[config.mk]
export PLATFORM = sky130hd
export DESIGN_NAME = periph_top
export DESIGN_NICKNAME = d
export VERILOG_FILES = /design/src/periph_pkg.sv /design/src/byte_regs_periph.sv /design/src/gpio_ctrl.sv /design/src/periph_decode.sv /design/src/periph_top.sv /design/src/pin_mux.sv /design/src/read_hold.sv /design/src/scratch_periph.sv
export SDC_FILE = /design/constraint.sdc
export NUM_CORES = 1
export LEC_CHECK = 0
export BUFFER_PORTS_ARGS = -buffer_cell sky130_fd_sc_hd__buf_2
export CAP_MARGIN = 25
export CORE_MARGIN = 10
export CORE_UTILIZATION = 40
export DETAILED_ROUTE_END_ITERATION = 8
export PLACE_DENSITY_LB_ADDON = 0.1
export SLEW_MARGIN = 20
export SYNTH_ARGS = -nofsm -noshare
export SYNTH_HDL_FRONTEND = slang
export SYNTH_SLANG_ARGS = --single-unit
[constraint.sdc]
create_clock -name clk -period 17 [get_ports clk]
set_input_delay 0.85 -clock clk [delete_from_list [all_inputs] [get_ports clk]]
set_output_delay 0.85 -clock clk [all_outputs]
set_load 0.1 [all_outputs]
[src/periph_pkg.sv]
`default_nettype none

package periph_pkg;

    // Bus and pin widths
    typedef logic [10:0] addr_t;
    typedef logic [31:0] data_t;
    typedef logic [7:0]  byte_t;
    typedef logic [1:0]  size_n_t;   // Active low size code
    typedef logic [4:0]  func_sel_t; // Bit 4 picks the simple group
    typedef logic [3:0]  slot_t;

    // Slot numbers
    localparam slot_t SLOT_GPIO      = 4'd1;  // User group
    localparam slot_t SLOT_SCRATCH   = 4'd3;  // User group
    localparam slot_t SLOT_BYTE_REGS = 4'd0;  // Simple group

    // Size codes
    localparam size_n_t SIZE_BYTE = 2'd0;
    localparam size_n_t SIZE_HALF = 2'd1;
    localparam size_n_t SIZE_WORD = 2'd2;
    localparam size_n_t SIZE_IDLE = 2'd3;

    // GPIO register offsets
    localparam logic [5:0] GPIO_OUT_OFS  = 6'h00;
    localparam logic [5:0] GPIO_IN_OFS   = 6'h04;
    localparam logic [5:0] GPIO_SEL_BASE = 6'h20; // Pin n at base + 4n

    // Scratch register offsets
    localparam logic [5:0] SCRATCH_DATA_OFS = 6'h00;
    localparam logic [5:0] SCRATCH_IRQ_OFS  = 6'h04;

endpackage

`default_nettype wire

[src/byte_regs_periph.sv]
`default_nettype none
`timescale 1ns/10ps

module byte_regs_periph #(
    parameter int NUM_REGS = 4   // 1 to 16
) (
    input  logic              clk,
    input  logic              rst_n,
    input  logic              i_write,
    input  logic [3:0]        i_offset,
    input  periph_pkg::byte_t i_data,
    output periph_pkg::byte_t o_rdata,
    output periph_pkg::byte_t o_pins
);

    periph_pkg::byte_t regs [NUM_REGS];

    // Offsets past the file drop the write
    always_ff @(posedge clk) begin
        if (!rst_n) begin
            for (int r = 0; r < NUM_REGS; r++) begin
                regs[r] <= '0;
            end
        end else if (i_write) begin
            for (int r = 0; r < NUM_REGS; r++) begin
                if (i_offset == 4'(r)) begin
                    regs[r] <= i_data;
                end
            end
        end
    end

    always_comb begin
        o_rdata = '0;  // Unbacked offsets read zero
        for (int r = 0; r < NUM_REGS; r++) begin
            if (i_offset == 4'(r)) begin
                o_rdata = regs[r];
            end
        end
    end

    assign o_pins = regs[0];

endmodule

`default_nettype wire

[src/gpio_ctrl.sv]
`default_nettype none
`timescale 1ns/10ps

module gpio_ctrl (
    input  logic                  clk,
    input  logic                  rst_n,
    input  logic                  i_sel,
    input  logic                  i_write,
    input  logic [5:0]            i_offset,
    input  periph_pkg::data_t     i_data,
    input  periph_pkg::byte_t     i_pins_in,
    output periph_pkg::byte_t     o_gpio_out,
    output periph_pkg::func_sel_t o_func_sel [8],
    output periph_pkg::data_t     o_rdata
);

    logic       wr_en;
    logic       sel_hit;
    logic [2:0] sel_idx;

    assign wr_en = i_sel && i_write;

    // Select registers sit on a word stride from the base
    assign sel_hit = (i_offset >= periph_pkg::GPIO_SEL_BASE) && (i_offset[1:0] == 2'b00);
    assign sel_idx = i_offset[4:2];

    always_ff @(posedge clk) begin
        if (!rst_n) begin
            o_gpio_out <= '0;
        end else if (wr_en && i_offset == periph_pkg::GPIO_OUT_OFS) begin
            o_gpio_out <= i_data[7:0];
        end
    end

    always_ff @(posedge clk) begin
        if (!rst_n) begin
            for (int n = 0; n < 8; n++) begin
                o_func_sel[n] <= {1'b0, periph_pkg::SLOT_GPIO}; // Every pin on GPIO
            end
        end else if (wr_en && sel_hit) begin
            o_func_sel[sel_idx] <= i_data[4:0];
        end
    end

    // Readback
    always_comb begin
        if (i_offset == periph_pkg::GPIO_OUT_OFS) begin
            o_rdata = {24'h0, o_gpio_out};
        end else if (i_offset == periph_pkg::GPIO_IN_OFS) begin
            o_rdata = {24'h0, i_pins_in};
        end else if (sel_hit) begin
            o_rdata = {27'h0, o_func_sel[sel_idx]};
        end else begin
            o_rdata = '0;
        end
    end

endmodule

`default_nettype wire

[src/periph_decode.sv]
`default_nettype none
`timescale 1ns/10ps

module periph_decode (
    input  periph_pkg::addr_t   i_addr,
    input  periph_pkg::size_n_t i_read_n,
    input  logic                i_hold_ready,
    input  periph_pkg::data_t   i_user_data [16],
    input  logic [15:0]         i_user_ready,
    input  periph_pkg::byte_t   i_simple_data [16],
    output logic [15:0]         o_user_sel,
    output logic [15:0]         o_simple_sel,
    output logic                o_read_start,
    output periph_pkg::data_t   o_peri_data,
    output logic                o_peri_ready
);

    periph_pkg::slot_t user_slot;
    periph_pkg::slot_t simple_slot;
    logic              simple_grp;

    assign simple_grp  = i_addr[10];
    assign user_slot   = i_addr[9:6];  // 64 byte windows
    assign simple_slot = i_addr[7:4];  // 16 byte windows

    // Held result masks the read so it is not issued twice
    assign o_read_start = (i_read_n != periph_pkg::SIZE_IDLE) && !i_hold_ready;

    always_comb begin
        o_user_sel   = '0;
        o_simple_sel = '0;

        if (simple_grp) begin
            o_simple_sel[simple_slot] = 1'b1;
            o_peri_data  = {24'h0, i_simple_data[simple_slot]};
            o_peri_ready = 1'b1;   // Byte slots answer at once
        end else begin
            o_user_sel[user_slot] = 1'b1;
            o_peri_data  = i_user_data[user_slot];
            o_peri_ready = i_user_ready[user_slot];
        end
    end

endmodule

`default_nettype wire

[src/periph_top.sv]
`default_nettype none
`timescale 1ns/10ps

module periph_top (
    input  logic                clk,
    input  logic                rst_n,
    input  periph_pkg::byte_t   i_pins_in,
    output periph_pkg::byte_t   o_pins,
    input  periph_pkg::addr_t   i_addr,
    input  periph_pkg::data_t   i_data,
    input  periph_pkg::size_n_t i_write_n,
    input  periph_pkg::size_n_t i_read_n,
    input  logic                i_read_complete,
    output periph_pkg::data_t   o_data,
    output logic                o_data_ready,
    output logic                o_user_interrupt
);

    localparam int NUM_BYTE_REGS = 4;

    wire periph_pkg::data_t     user_data [16];
    wire [15:0]                 user_ready;
    wire periph_pkg::byte_t     user_pins [16];
    wire periph_pkg::byte_t     simple_data [16];
    wire periph_pkg::byte_t     simple_pins [16];
    wire periph_pkg::func_sel_t func_sel [8];
    wire [15:0]                 user_sel;
    wire [15:0]                 simple_sel;
    wire periph_pkg::data_t     peri_data;
    wire                        peri_ready;
    wire                        read_start;
    wire                        hold_ready;
    wire                        write_req;
    wire                        read_req;
    wire                        byte_write;

    assign write_req  = i_write_n != periph_pkg::SIZE_IDLE;
    assign read_req   = i_read_n != periph_pkg::SIZE_IDLE;
    assign byte_write = write_req && simple_sel[periph_pkg::SLOT_BYTE_REGS];

    // Empty slots read zero and answer at once
    for (genvar s = 0; s < 16; s++) begin : g_tie
        if (s != periph_pkg::SLOT_GPIO && s != periph_pkg::SLOT_SCRATCH) begin : g_user
            assign user_data[s]  = '0;
            assign user_ready[s] = 1'b1;
            assign user_pins[s]  = '0;
        end
        if (s != periph_pkg::SLOT_BYTE_REGS) begin : g_simple
            assign simple_data[s] = '0;
            assign simple_pins[s] = '0;
        end
    end

    assign user_ready[periph_pkg::SLOT_GPIO] = 1'b1;

    periph_decode periph_decode_i (
        .i_addr        (i_addr),
        .i_read_n      (i_read_n),
        .i_hold_ready  (hold_ready),
        .i_user_data   (user_data),
        .i_user_ready  (user_ready),
        .i_simple_data (simple_data),
        .o_user_sel    (user_sel),
        .o_simple_sel  (simple_sel),
        .o_read_start  (read_start),
        .o_peri_data   (peri_data),
        .o_peri_ready  (peri_ready)
    );

    gpio_ctrl gpio_ctrl_i (
        .clk        (clk),
        .rst_n      (rst_n),
        .i_sel      (user_sel[periph_pkg::SLOT_GPIO]),
        .i_write    (write_req),
        .i_offset   (i_addr[5:0]),
        .i_data     (i_data),
        .i_pins_in  (i_pins_in),
        .o_gpio_out (user_pins[periph_pkg::SLOT_GPIO]),
        .o_func_sel (func_sel),
        .o_rdata    (user_data[periph_pkg::SLOT_GPIO])
    );

    scratch_periph scratch_periph_i (
        .clk          (clk),
        .rst_n        (rst_n),
        .i_sel        (user_sel[periph_pkg::SLOT_SCRATCH]),
        .i_write_n    (i_write_n),
        .i_read_start (read_start),
        .i_offset     (i_addr[5:0]),
        .i_data       (i_data),
        .o_rdata      (user_data[periph_pkg::SLOT_SCRATCH]),
        .o_ready      (user_ready[periph_pkg::SLOT_SCRATCH]),
        .o_pins       (user_pins[periph_pkg::SLOT_SCRATCH]),
        .o_interrupt  (o_user_interrupt)
    );

    byte_regs_periph #(
        .NUM_REGS (NUM_BYTE_REGS)
    ) byte_regs_periph_i (
        .clk      (clk),
        .rst_n    (rst_n),
        .i_write  (byte_write),
        .i_offset (i_addr[3:0]),
        .i_data   (i_data[7:0]),
        .o_rdata  (simple_data[periph_pkg::SLOT_BYTE_REGS]),
        .o_pins   (simple_pins[periph_pkg::SLOT_BYTE_REGS])
    );

    read_hold read_hold_i (
        .clk             (clk),
        .rst_n           (rst_n),
        .i_read_req      (read_req),
        .i_write_req     (write_req),
        .i_read_complete (i_read_complete),
        .i_peri_data     (peri_data),
        .i_peri_ready    (peri_ready),
        .o_data          (o_data),
        .o_data_ready    (o_data_ready),
        .o_ready_r       (hold_ready)   // Masks the next read
    );

    pin_mux pin_mux_i (
        .i_func_sel    (func_sel),
        .i_user_pins   (user_pins),
        .i_simple_pins (simple_pins),
        .o_pins        (o_pins)
    );

endmodule

`default_nettype wire

[src/pin_mux.sv]
`default_nettype none
`timescale 1ns/10ps

module pin_mux (
    input  periph_pkg::func_sel_t i_func_sel [8],
    input  periph_pkg::byte_t     i_user_pins [16],
    input  periph_pkg::byte_t     i_simple_pins [16],
    output periph_pkg::byte_t     o_pins
);

    for (genvar n = 0; n < 8; n++) begin : g_pin
        periph_pkg::byte_t src_byte;
        logic              use_simple;
        periph_pkg::slot_t src_slot;

        assign use_simple = i_func_sel[n][4];
        assign src_slot   = i_func_sel[n][3:0];

        // Whole source byte first, then this pin's bit
        assign src_byte = use_simple ? i_simple_pins[src_slot] : i_user_pins[src_slot];
        assign o_pins[n] = src_byte[n];
    end

endmodule

`default_nettype wire

[src/read_hold.sv]
`default_nettype none
`timescale 1ns/10ps

module read_hold (
    input  logic              clk,
    input  logic              rst_n,
    input  logic              i_read_req,
    input  logic              i_write_req,
    input  logic              i_read_complete,
    input  periph_pkg::data_t i_peri_data,
    input  logic              i_peri_ready,
    output periph_pkg::data_t o_data,
    output logic              o_data_ready,
    output logic              o_ready_r
);

    logic hold;
    logic capture;

    // First ready cycle of a read while nothing is held
    assign capture = !hold && i_peri_ready && i_read_req;

    always_ff @(posedge clk) begin
        if (!rst_n) begin
            hold      <= 1'b0;
            o_ready_r <= 1'b0;
        end else begin
            if (i_read_complete) begin
                hold <= 1'b0;
            end
            if (capture) begin
                hold <= 1'b1;
            end
            o_ready_r <= i_read_req && i_peri_ready;  // Lines up with o_data
        end
    end

    always_ff @(posedge clk) begin
        if (capture) begin
            o_data <= i_peri_data;
        end
    end

    // Writes are acknowledged in the same cycle
    assign o_data_ready = o_ready_r || i_write_req;

endmodule

`default_nettype wire

[src/scratch_periph.sv]
`default_nettype none
`timescale 1ns/10ps

module scratch_periph (
    input  logic                clk,
    input  logic                rst_n,
    input  logic                i_sel,
    input  periph_pkg::size_n_t i_write_n,
    input  logic                i_read_start,
    input  logic [5:0]          i_offset,
    input  periph_pkg::data_t   i_data,
    output periph_pkg::data_t   o_rdata,
    output logic                o_ready,
    output periph_pkg::byte_t   o_pins,
    output logic                o_interrupt
);

    periph_pkg::data_t scratch;
    logic              wr_en;
    logic              rd_en;

    assign wr_en = i_sel && (i_write_n != periph_pkg::SIZE_IDLE);
    assign rd_en = i_sel && i_read_start;

    always_ff @(posedge clk) begin
        if (!rst_n) begin
            scratch     <= '0;
            o_interrupt <= 1'b0;
        end else if (wr_en) begin
            if (i_offset == periph_pkg::SCRATCH_DATA_OFS) begin
                case (i_write_n)
                    periph_pkg::SIZE_BYTE: scratch[7:0]  <= i_data[7:0];
                    periph_pkg::SIZE_HALF: scratch[15:0] <= i_data[15:0];
                    periph_pkg::SIZE_WORD: scratch       <= i_data;
                    default: ;
                endcase
                o_interrupt <= 1'b1;  // Any data write raises it
            end else if (i_offset == periph_pkg::SCRATCH_IRQ_OFS) begin
                o_interrupt <= 1'b0;  // Write to clear
            end
        end
    end

    // Read answers one cycle late
    always_ff @(posedge clk) begin
        if (!rst_n) begin
            o_ready <= 1'b0;
        end else begin
            o_ready <= rd_en;
        end
    end

    always_ff @(posedge clk) begin
        if (rd_en) begin
            if (i_offset == periph_pkg::SCRATCH_DATA_OFS) begin
                o_rdata <= scratch;
            end else if (i_offset == periph_pkg::SCRATCH_IRQ_OFS) begin
                o_rdata <= {31'h0, o_interrupt};
            end else begin
                o_rdata <= '0;
            end
        end
    end

    assign o_pins = scratch[7:0];

endmodule

`default_nettype wire

# [Word level (Yosys, flattened, before mapping)]
# Memory sizes are Yosys's and may differ from the RTL's.
# Cells that the tools add are included.
[word_totals] out_inout_bits=42 regBits=148 word_cells=201 ramBits=32 latchBits=0 mem_bits_ro=0 mem_count=1
[memory_table] memory="byte_regs_periph_i.regs" words=4 width=8 rd=4 rd_ports_with_merged_regs=0 wr=4 line_no="byte_regs_periph.sv:16" source="periph_pkg::byte_t regs [NUM_REGS];"
[op_classes] n_reduce_logical=29 shift=0 n_bitwise=15 div_mod_pow=0 muxes=112 add_sub_neg=0 n_mul=0 n_lt_le_gt_ge=17 eq_ne=8
[ops] cell="8-bit binary-select mux with 4-bit select" n=17
[ops] cell="32-bit 2-to-1 mux" n=5
[ops] cell="32-bit binary-select mux with 4-bit select" n=1
[ops] cell="8-bit 2-to-1 mux" n=16
[ops] cell="5-bit greater-or-equal comparator (second input constant)" n=10
[ops] cell="4-bit NOT with 5-bit output" n=10
[ops] cell="5-bit 2-to-1 mux" n=9
[ops] cell="40-bit bitwise mux" n=1
[ops] cell="7-bit 2-to-1 mux" n=5
[ops] cell="1-bit 2-to-1 mux" n=32
[ops] cell="6-bit 2-to-1 mux" n=5
[ops] cell="4-bit 2-to-1 mux" n=6
[ops] cell="5-bit binary-select mux with 3-bit select" n=1
[ops] cell="5-bit demux with 3-bit select" n=1
[ops] cell="3-bit 2-to-1 mux" n=5
[ops] cell="1-bit logical AND" n=14
[ops] cell="4-bit by 5-bit < comparator with 1-bit output (second input constant)" n=2
[ops] cell="2-bit 2-to-1 mux" n=5
[ops] cell="3-bit AND reduction" n=3
[ops] cell="1-bit demux with 4-bit select" n=2
[ops] cell="4-bit by 2-bit == test with 1-bit output (second input constant)" n=2
[ops] cell="4-bit by 1-bit greater-or-equal comparator with 1-bit output (second input constant)" n=2
[ops] cell="6-bit by 3-bit == test with 1-bit output (second input constant)" n=1
[ops] cell="6-bit greater-or-equal comparator (second input constant)" n=1
[ops] cell="18 further kinds" n=25

# [Longest topological paths before layout]
# Gate-level depths: netlist of the first run.
[logic_depth] depth_word=11 depth_mapped=7

# [Hierarchy]
# From an unflattened synthesis of the first run, not the netlist that was laid out.
[unflattened] hier_cells=1466 hier_area_um2=15956.6
[by_module_without_submodules] mod="periph_decode" instances=1 cells_each=432 area_each_um2=5407.7
[by_module_without_submodules] mod="gpio_ctrl" instances=1 cells_each=315 area_each_um2=2702.6
[by_module_without_submodules] mod="scratch_periph" instances=1 cells_each=232 area_each_um2=2691.3
[by_module_without_submodules] mod="pin_mux" instances=1 cells_each=325 area_each_um2=2532.4
[by_module_without_submodules] mod="byte_regs_periph" instances=1 cells_each=116 area_each_um2=1556.5
[by_module_without_submodules] mod="read_hold" instances=1 cells_each=41 area_each_um2=1043.5
[by_module_without_submodules] mod="periph_top" instances=1 cells_each=5 area_each_um2=22.5

# [Worst setup path before layout of the first run]
# Ideal clock, no wire load.
[synth_path] path_kind="input -> register" start="input i_addr[8]" end="register scratch_periph_i.o_rdata[0] (enable)" cell_stages=3 arrival_time_ns=6.702 setup_ns=0.598 path_buffers=1 setup_slack_ns=9.700 cell_sequence="or4b_1 > buf_6 > a2111oi_0"
[synth_via] elab_chain_cells=6 word_cells_on_any_way=7
[synth_rtl] element="start: declaration" line_no="periph_top.sv:9" source="input periph_pkg::addr_t i_addr,"
[synth_rtl] element="4-bit by 5-bit < comparator with 1-bit output (not written as such) / 4-bit by 1-bit greater-or-equal comparator with 1-bit output (equally long branches)" line_no="periph_decode.sv:38" source="o_user_sel[user_slot] = 1'b1;"
[synth_rtl] element="1-bit logical AND (not written as such)" line_no="periph_decode.sv:38"
[synth_rtl] element="1-bit 2-to-1 mux (not written as such)" line_no="periph_decode.sv:38"
[synth_rtl] element="1-bit demux with 4-bit select (*)"
[synth_rtl] element="4-bit 2-to-1 mux (*)" line_no="periph_decode.sv:33" source="if (simple_grp) begin"
[synth_rtl] element="1-bit logical AND (*)" line_no="scratch_periph.sv:23" source="assign rd_en = i_sel && i_read_start;"
[synth_rtl] element="net scratch_periph_i.rd_en" line_no="scratch_periph.sv:20" source="logic rd_en;"
[synth_rtl] element="end signal: assignment" line_no="scratch_periph.sv:56" source="o_rdata <= scratch;"
[synth_rtl] element="end signal: assignment" line_no="scratch_periph.sv:58" source="o_rdata <= {31'h0, o_interrupt};"
[synth_rtl] element="end: declaration" line_no="scratch_periph.sv:12" source="output periph_pkg::data_t o_rdata,"
# The timed path passes the listed nets; every way through them passes the cells marked *.
# A chain may end at the register's enable or synchronous reset.

# [Final worst setup path of the first run]
[layout_path] start="input i_addr[3]" end="register scratch_periph_i.scratch[25]"
[layout_via] elab_chain_cells=2
[layout_rtl] element="6-bit zero test" line_no="scratch_periph.sv:30" source="if (i_offset == periph_pkg::SCRATCH_DATA_OFS) begin"
[layout_rtl] element="3-bit AND reduction (no line)"
[layout_rtl] element="end signal: assignment" line_no="scratch_periph.sv:34" source="periph_pkg::SIZE_WORD: scratch <= i_data;"
[layout_rtl] element="end: declaration" line_no="scratch_periph.sv:18" source="periph_pkg::data_t scratch;"
# No other way between the ends.

==> results of run 1 <==
flip-flops by register name (all words and copies together), names as in the netlist:
register                      flops
byte_regs_periph_i.regs          32
gpio_ctrl_i.o_func_sel           40
gpio_ctrl_i.o_gpio_out            8
read_hold_i.hold                  1
read_hold_i.o_data               32
read_hold_i.o_ready_r             1
scratch_periph_i.o_interrupt      1
scratch_periph_i.o_rdata         32
scratch_periph_i.o_ready          1
scratch_periph_i.scratch         32
worst min-delay path, delay by kind of cell, from the launching register on:
kind          cells  cell delay, ns
mux               1            0.05
simple gates      1            0.05
flops             1            0.31
worst max path at each step:
stage | start | endpoint | slack [ns] | depth (start not counted)
finish | i_addr[3] | scratch_periph_i.scratch[25] | 13.83 | 7
global route | i_addr[3] | scratch_periph_i.scratch[25] | 13.59 | 7
CTS | i_addr[3] | scratch_periph_i.scratch[25] | 13.71 | 6
detailed placement | i_addr[3] | scratch_periph_i.scratch[25] | 13.25 | 6
global placement | i_addr[3] | scratch_periph_i.scratch[19] | 13.43 | 6
floorplan | i_addr[8] | scratch_periph_i.o_rdata[0] | 9.70 | 3
report_power, final:
group          switching [W]  internal, W  total, W  leakage (nW)
clock network       0.000182     0.000208  0.000391         0.276
registers         0.00000481     0.000468  0.000473          1.54
logic              0.0000867    0.0000199  0.000107          2.03
total               0.000274     0.000697  0.000970          3.85
cells in the final DEF, fill, tap and decap left out, drive strengths merged, types with 6 or more instances in the layout:
cell	synthesis	final
nor2b	8	8
nor3b	7	7
nor2	36	36
nor4b	6	6
buf	9	108
nand2	86	86
and2	36	36
o21ai	17	17
nor3	11	11
nand4	11	11
clkbuf	43	19
nand3	21	21
a21oi	21	21
mux2i	91	91
dfxtp	84	84
a31oi	8	8
edfxtp	96	96
a311oi	8	8
inv	19	27
and3	57	57
a2111oi	6	6
area by class of cell:
cell class / instances / share of cell area
Tap cell: 265 / 0.0352
Timing Repair Buffer: 110 / 0.0610
Clock inverter: 15 / 0.0173
Sequential cell: 180 / 0.485
Inverter: 19 / 0.00758
Multi-Input combinational cell: 480 / 0.349
Clock buffer: 17 / 0.0452
through the flow:
step | hold WS, ns | utilization | instance area (um2) | worst slack [ns] | instances
3_5_place_dp | 0.446 | 0.446 | 8790 | 13.25 | 1050
5_1_grt | 0.470 | 0.477 | 9410 | 13.59 | 1086
4_1_cts | 0.455 | 0.476 | 9380 | 13.71 | 1082
2_1_floorplan | 0.430 | - | 8100 | 9.70 | 731
3_3_place_gp | 0.438 | 0.446 | 8790 | 13.43 | 1050
6_report | 0.454 | 0.477 | 9410 | 13.83 | 1086
logic make-up after synthesis:
family / Yosys count / share of synthesized area
AND/OR/NAND/NOR: 290 / 0.191
flip-flops: 180 / 0.563
buffers and inverters: 71 / 0.0371
adder cells (fa/ha/maj): 2 / 0.00309
multiplexers: 99 / 0.131
AO/OA/AOI/OAI: 89 / 0.0751
layer usage:
layer  vias to the layer above  wire length (um)  global-route usage
met1                      2843              9860               0.221
met3                        32              1430              0.0404
met4                         0               498              0.0587
met5                         -                 0                   0
li1                       2828                 -                   -
met2                       202             10900               0.277
==> results.py, run 1 <==
metrics = {
    "detailed_routing": {
        "wl_um": 22700,
        "num_vias": 5905,
        "viasPerCell": 5.44,
        "drt_iter0_drc": 567,
        "first_pass_iters": 6,
        "wl_per_cell_um": 20.9,
        "drc": 0,
        "ant_nets": 0,
    },
    "grt": {
        "grt_overflow_total": 0,
        "grt_antenna_before_repair": 0,
        "grt_pass1_vias": 5893,
        "grt_usage": 0.172,
        "grt_max_degree": 82,
        "grt_pass1_wl_um": 34900,
    },
    "synthesis": {
        "syn-num-nets": 791,
        "syn_inst": 731,
        "synthTopCellsByCount": "edfxtp_1, mux2i_1, nand2_1",
        "synthDistinctLibCells": 47,
        "ys_seq_area_frac": 0.563,
        "synth_top_area_frac": 0.356,
        "ys.flop_type": "edfxtp_1",
        "yosys_register_bits": 180,
        "synthTopCellsByArea": "edfxtp_1, dfxtp_1, mux2i_1",
        "yosysWarnings": 0,
        "async_flop_share": 0,
        "synth_edf_count": 96,
        "syn_avg_cell_area_um2": 11.1,
        "yosysMostFrequentCell": "edfxtp_1",
        "netlist_area_um2": 8100,
        "yosys.area.top_type": "edfxtp_1",
    },
    "pwr": {
        "leakage_nw": 3.85,
        "p_per_area_nw_per_um2": 103,
        "ir_drop_mv": 0.0584,
        "total_power_w": 0.000970,
    },
    "floorplanning": {
        "io_pins": 100,
        "rows": 51,
        "fp.coreArea_um2": 19700,
        "fp.dieH_um": 162,
        "die_w_um": 162,
        "dieArea_um2": 26300,
        "start_util": 0.411,
    },
    "clock_tree": {
        "cts-root-buf": "clkbuf_16",
        "cts_max_level": 4,
        "ctsHoldBuffers": 0,
        "cts_tree": "done",
        "post_cts_resized": 0,
        "clockBufferDepth": 2,
        "clk_pin_slew_ns": 0.07,
        "cts.sinks": 180,
        "cts-buffers-inserted": 17,
        "clock_latency_ns": 0.43,
        "postCtsSetupBuffers": 0,
    },
    "worst_setup_path": {
        "cp_slowest_cell": "and3_1",
        "required_ns": 17.35,
        "slowest_delay_ns": 0.63,
        "worstSetupPathType": "in -> reg",
        "crit_arrival_ns": 3.53,
        "critical-path-top-delay-family": "simple AND/OR/NAND/NOR gates",
        "worst_setup_path_end_kind": "register",
        "reg2reg_slack_ns": 15.20,
        "startpoint_type": "primary input",
        "cp_cell_sequence": "buf_2 > nor4_4 > buf_4 > and2_1 > and3_1 > buf_6 > mux2i_1",
        "rr_endpoint": "read_hold_i.o_data[1]",
        "r2r_cells": 3,
        "reg2reg_from": "scratch_periph_i.o_ready",
        "crit_fanout": 43,
        "critPathBufInv": 3,
    },
    "hold_path": {
        "hold_depth": 2,
        "hold_start": "scratch_periph_i.scratch[15]",
        "hold_path.class": "reg -> reg",
        "whs_endpoint": "scratch_periph_i.scratch[15]",
    },
    "sta": {
        "rsz0062_at_grt": "no",
        "period_share": 0.187,
        "relSlewSlack": 0.364,
        "hold_violations": 0,
        "worst_pin_slew_ns": 0.955,
        "setup_violations": 0,
        "clock_skew_ns": 0.00772,
        "fin_setup_tns_ns": 0,
        "max_freq_ghz": 0.315,
        "drv_slew": 0,
        "finalCriticalPeriod_ns": 3.17,
    },
    "place": {
        "gp_congestion": 0.912,
        "hpwl_um": 16200,
        "numPortBuffers": 99,
    },
    "cells_and_area": {
        "regArea_um2": 4560,
        "num-fill-cells": 1799,
        "drive_gt1_frac": 0.200,
        "antenna_cells": 0,
        "area_growth_pct": 16.2,
        "multi_input_area_um2": 3280,
        "nNetsFinal": 868,
    },
    "run_status": {
        "status": "complete, no violations",
    },
    "run": {
        "cap_violations": 0,
    },
}
Power figures use the tool's default switching activity.
==> run 2: changes to the inputs <==
Clock period 17 ns to 2.85 ns, I/O delays scaled along.
==> run 2 against run 1 <==
Against the previous run: global-route usage rose by 0.79 points; flip-flop and latch count did not move; via count rose by 4.1%; register-to-register slack got worse by 14 ns; die area did not move; sequential power rose to 6.0 times the previous value; critical path depth fell by 2; routed wire length rose by 2.9%; first-iteration DRC count fell by 12%.
==> results.py, run 2 (same netlist as run 1, synthesis figures left out) <==
metrics = {
    "run_status": {
        "status": "complete, no violations",
    },
    "detailed_routing": {
        "num_vias": 6147,
        "viasPerCell": 5.49,
        "wl_um": 23400,
        "first_pass_iters": 7,
        "ant_nets": 0,
        "drc": 0,
        "wl_per_cell_um": 20.9,
        "drt_iter0_drc": 497,
    },
    "grt": {
        "grt_overflow_total": 0,
        "grt_max_degree": 55,
        "grt_pass1_vias": 6440,
        "grt_antenna_before_repair": 0,
        "grt_usage": 0.179,
        "grt_pass1_wl_um": 36700,
    },
    "worst_setup_path": {
        "crit_arrival_ns": 1.95,
        "required_ns": 2.71,
        "critical-path-top-delay-family": "buffers and inverters",
        "slowest_delay_ns": 0.49,
        "cp_cell_sequence": "mux2i_1 > nor3b_1 > a31oi_1 > nor3_1 > buf_2",
        "worstSetupPathType": "reg -> out",
        "worst_setup_path_end_kind": "output pin",
        "startpoint_type": "register",
        "crit_fanout": 4,
        "critPathBufInv": 1,
        "cp_slowest_cell": "buf_2",
    },
    "sta": {
        "finalCriticalPeriod_ns": 2.09,
        "drv_slew": 0,
        "clock_skew_ns": 0.00723,
        "relSlewSlack": 0.391,
        "fin_setup_tns_ns": 0,
        "worst_hold_slack_ns": 0.0241,
        "hold_violations": 0,
        "setup_violations": 0,
        "rsz0062_at_grt": "no",
        "worst_pin_slew_ns": 0.914,
        "max_freq_ghz": 0.478,
        "period_share": 0.734,
    },
    "pwr": {
        "ir_drop_mv": 0.408,
        "seqPwrFrac": 0.485,
        "p_per_area_nw_per_um2": 596,
        "switching_share": 0.292,
        "switchingPower_w": 0.00170,
        "p_int_w": 0.00412,
        "leakage_nw": 4.02,
        "total_power_w": 0.00581,
        "power.share.combinational": 0.117,
        "clockPowerShare": 0.398,
    },
    "clock_tree": {
        "clk_pin_slew_ns": 0.07,
        "postCtsSetupBuffers": 0,
        "post_cts_resized": 0,
        "clockBufferDepth": 2,
        "cts-buffers-inserted": 17,
        "clock_latency_ns": 0.44,
        "cts_max_level": 4,
        "cts-root-buf": "clkbuf_16",
        "cts_tree": "done",
        "ctsHoldBuffers": 24,
        "cts.sinks": 180,
    },
    "place": {
        "hpwl_um": 16800,
        "numPortBuffers": 99,
        "gp_congestion": 0.929,
    },
    "floorplanning": {
        "io_pins": 100,
        "rows": 51,
        "start_util": 0.411,
        "fp.dieH_um": 162,
        "die_w_um": 162,
        "dieArea_um2": 26300,
        "fp.coreArea_um2": 19700,
    },
    "cells_and_area": {
        "regMostFlops": "gpio_ctrl_i.o_func_sel",
        "largest_reg_flops": 40,
        "nNetsFinal": 902,
        "mostFrequentLayoutCells": "buf_2, edfxtp_1, mux2i_1",
        "area_growth_pct": 20.4,
        "antenna_cells": 0,
        "final_common_cell": "buf_2",
        "drive_gt1_frac": 0.206,
    },
    "hold_path": {
        "hold_path.class": "in -> reg",
    },
    "run": {
        "cap_violations": 0,
    },
}
==> run 2: cell count changes in the layout (fill, tap and decap cells not counted), moves of 2 or more <==
| cell | change |
|---|---|
| nor3_1 | -4 |
| buf_4 | +14 |
| clkinvlp_4 | -2 |
| clkbuf_2 | -2 |
| nor3_2 | +4 |
| clkinv_8 | +3 |
| dlygate4sd3_1 | +24 |
==> run 2: layout make-up <==
type / instances / area, um2
multi-input combinational: 480 / 3310
inverter: 19 / 71.3
sequential: 180 / 4560
fill: 1765 / 9960
tap: 265 / 332
timing repair buffer: 144 / 893
clock buffer: 18 / 429
clock inverter: 14 / 158
==> run 2: worst register-to-register path, delay by kind of cell (launching register included) <==
family	cells	cell delay, ns
AND/OR/NAND/NOR	1	0.14
flip-flops	1	0.49
multiplexers	1	0.56
AO/OA/AOI/OAI	1	0.34
==> run 2: per-stage QoR <==
stage	utilization	std cells	cell area (um2)	setup slack (ns)
finish	0.495	1120	9760	0.758
floorplan	-	731	8150	0.0201
global placement	0.453	1064	8930	0.583
CTS	0.495	1120	9760	0.763
detailed placement	0.453	1064	8930	0.502
global route	0.495	1120	9760	0.618
==> run 2: routing by layer <==
layer,vias to the layer above,track usage,part of all wire
met5,-,0,0
met4,0,0.0604,0.017
met3,31,0.0397,0.055
met2,191,0.293,0.48
met1,3026,0.230,0.44
li1,2899,-,-
==> run 2: power groups by stage <==
stage               combinational (W)  clock [W]  sequential [W]
finish                       0.000678    0.00232         0.00282
global route                 0.000711    0.00247         0.00282
CTS                          0.000679    0.00236         0.00282
detailed placement           0.000653          0         0.00288
global placement             0.000651          0         0.00288
floorplan                    0.000182          0         0.00316
==> run 2: worst paths after layout <==
check	start	endpoint	slack [ns]	cells past startpoint
hold / removal	i_read_n[1]	read_hold_i.o_ready_r	0.02	2
hold reg to reg	scratch_periph_i.scratch[8]	scratch_periph_i.scratch[8]	0.46	2
setup reg to reg	byte_regs_periph_i.regs[0][1]	read_hold_i.o_data[1]	1.04	3
setup / recovery	gpio_ctrl_i.o_func_sel[31]	o_pins[1]	0.76	5
==> run 3: changes to the inputs <==
Clock period 2.85 ns to 1.9 ns, I/O delays scaled along.
==> run 3 against run 2 <==
Against the previous run: worst setup slack worse by 0.69 ns; cell count is 3.8% higher; critical path type unchanged; sequential power is 50% higher.
==> results.py, run 3 (same netlist as run 1, synthesis figures left out) <==
metrics = {
    "floorplanning": {
        "dieArea_um2": 26300,
        "fp.dieH_um": 162,
        "rows": 51,
        "start_util": 0.411,
        "fp.coreArea_um2": 19700,
        "io_pins": 100,
        "die_w_um": 162,
    },
    "grt": {
        "grt_usage": 0.179,
        "grt_antenna_before_repair": 0,
        "grt_pass1_wl_um": 36400,
        "grt_overflow_total": 0,
        "grt_max_degree": 46,
        "grt_pass1_vias": 6238,
    },
    "sta": {
        "hold_violations": 0,
        "max_freq_ghz": 0.544,
        "worst_hold_slack_ns": 0.0251,
        "setup_violations": 0,
        "worst_pin_slew_ns": 0.832,
        "period_share": 0.967,
        "clock_skew_ns": 0.00897,
        "relSlewSlack": 0.445,
        "drv_slew": 0,
        "finalCriticalPeriod_ns": 1.84,
    },
    "cells_and_area": {
        "fin_area_um2": 10400,
        "regMostFlops": "gpio_ctrl_i.o_func_sel",
        "nNetsFinal": 945,
        "antenna_cells": 0,
        "mostFrequentLayoutCells": "edfxtp_1, mux2i_1, buf_2",
        "area_growth_pct": 28.0,
        "drive_gt1_frac": 0.259,
        "finalNonFillerCells": 1163,
        "largest_reg_flops": 40,
        "final_common_cell": "edfxtp_1",
    },
    "place": {
        "gp_congestion": 0.920,
        "hpwl_um": 17900,
        "place_area_um2": 9380,
        "dp_cells": 1103,
        "numPortBuffers": 99,
    },
    "worst_setup_path": {
        "required_ns": 1.80,
        "startpoint_type": "register",
        "worst_setup_path_end_kind": "output pin",
        "worstSetupPathType": "reg -> out",
        "crit_fanout": 4,
        "crit_arrival_ns": 1.74,
    },
    "detailed_routing": {
        "num_vias": 6258,
        "viasPerCell": 5.38,
        "wl_per_cell_um": 20.8,
        "ant_nets": 0,
        "drt_iter0_drc": 647,
        "wl_um": 24200,
        "drc": 0,
        "first_pass_iters": 6,
    },
    "pwr": {
        "switching_share": 0.282,
        "p_int_w": 0.00632,
        "power.share.combinational": 0.122,
        "clockPowerShare": 0.397,
        "leakage_nw": 4.25,
        "p_per_area_nw_per_um2": 849,
        "seqPwrFrac": 0.481,
        "ir_drop_mv": 0.578,
        "switchingPower_w": 0.00248,
    },
    "run": {
        "cap_violations": 0,
    },
    "clock_tree": {
        "clk_pin_slew_ns": 0.07,
        "postCtsSetupBuffers": 0,
        "cts_tree": "done",
        "clock_latency_ns": 0.43,
        "cts-root-buf": "clkbuf_16",
        "cts-buffers-inserted": 17,
        "clockBufferDepth": 2,
        "cts_max_level": 4,
        "cts.sinks": 180,
    },
    "hold_path": {
        "hold_path.class": "in -> reg",
    },
    "run_status": {
        "status": "complete, no violations",
    },
}
[run 3: cell count changes in the layout (fill, tap and decap cells not counted), sizes merged]
cell         change
dlygate4sd3      +4
buf             +39
clkbuf           -1
clkinv           -2
inv              +1
clkinvlp         +1
bufinv           +1
[run 3: metal layers]
metal | vias up | track usage | share of wire
met3 | 30 | 0.0455 | 0.069
met5 | - | 0 | 0
li1 | 2982 | - | -
met2 | 226 | 0.284 | 0.47
met1 | 3020 | 0.237 | 0.45
met4 | 0 | 0.0513 | 0.016
[run 3: what timing repair did]
| action | in CTS | in global routing |
|---|---|---|
| endpoints found under the setup margin | 7 | 7 |
| hold buffers | 28 | 0 |
| endpoints found under the hold margin | 27 | 0 |
| gates resized for setup | 11 | 17 |
[run 3: path summary, 6_finish.rpt]
check,startpoint,end,slack [ns],depth (start not counted)
hold reg to reg,scratch_periph_i.scratch[17],scratch_periph_i.scratch[17],0.46,2
hold / removal,i_data[6],scratch_periph_i.scratch[6],0.03,3
setup reg to reg,byte_regs_periph_i.regs[0][4],read_hold_i.o_data[4],0.13,3
setup / recovery,gpio_ctrl_i.o_func_sel[36],o_pins[0],0.06,5
[run 3: final cells by class]
cell class | instances | area [um2]
fill | 1746 | 9350
sequential | 180 | 4570
multi-input combinational | 480 | 3470
timing repair buffer | 187 | 1350
clock buffer | 17 | 425
tap | 265 | 332
clock inverter | 15 | 158
inverter | 19 | 71.3
[run 3: per-stage QoR]
stage | setup TNS, ns | utilization | power (W) | worst slack (ns)
floorplan | -14.49 | - | 0.00501 | -0.442
global placement | 0 | 0.475 | 0.00534 | 0.0219
detailed placement | -0.00327 | 0.475 | 0.00535 | -0.00327
CTS | 0 | 0.521 | 0.00885 | 0.00903
global route | -0.00109 | 0.526 | 0.00905 | -0.00109
finish | 0 | 0.526 | 0.00880 | 0.0633
[run 3: power groups by stage]
stage | Combinational (W) | Sequential (W) | Clock (W)
6_report | 0.00107 | 0.00423 | 0.00350
5_1_grt | 0.00112 | 0.00424 | 0.00369
4_1_cts | 0.00107 | 0.00423 | 0.00355
3_5_place_dp | 0.00102 | 0.00432 | 0
3_3_place_gp | 0.00102 | 0.00432 | 0
2_1_floorplan | 0.000276 | 0.00473 | 0
[run 3: worst max-delay path: stages (launching register included)]
cell     delay, ns
dfxtp_1       0.41
mux2i_1       0.11
nor3b_1       0.27
a31oi_2       0.11
nor3_4        0.16
buf_6         0.25
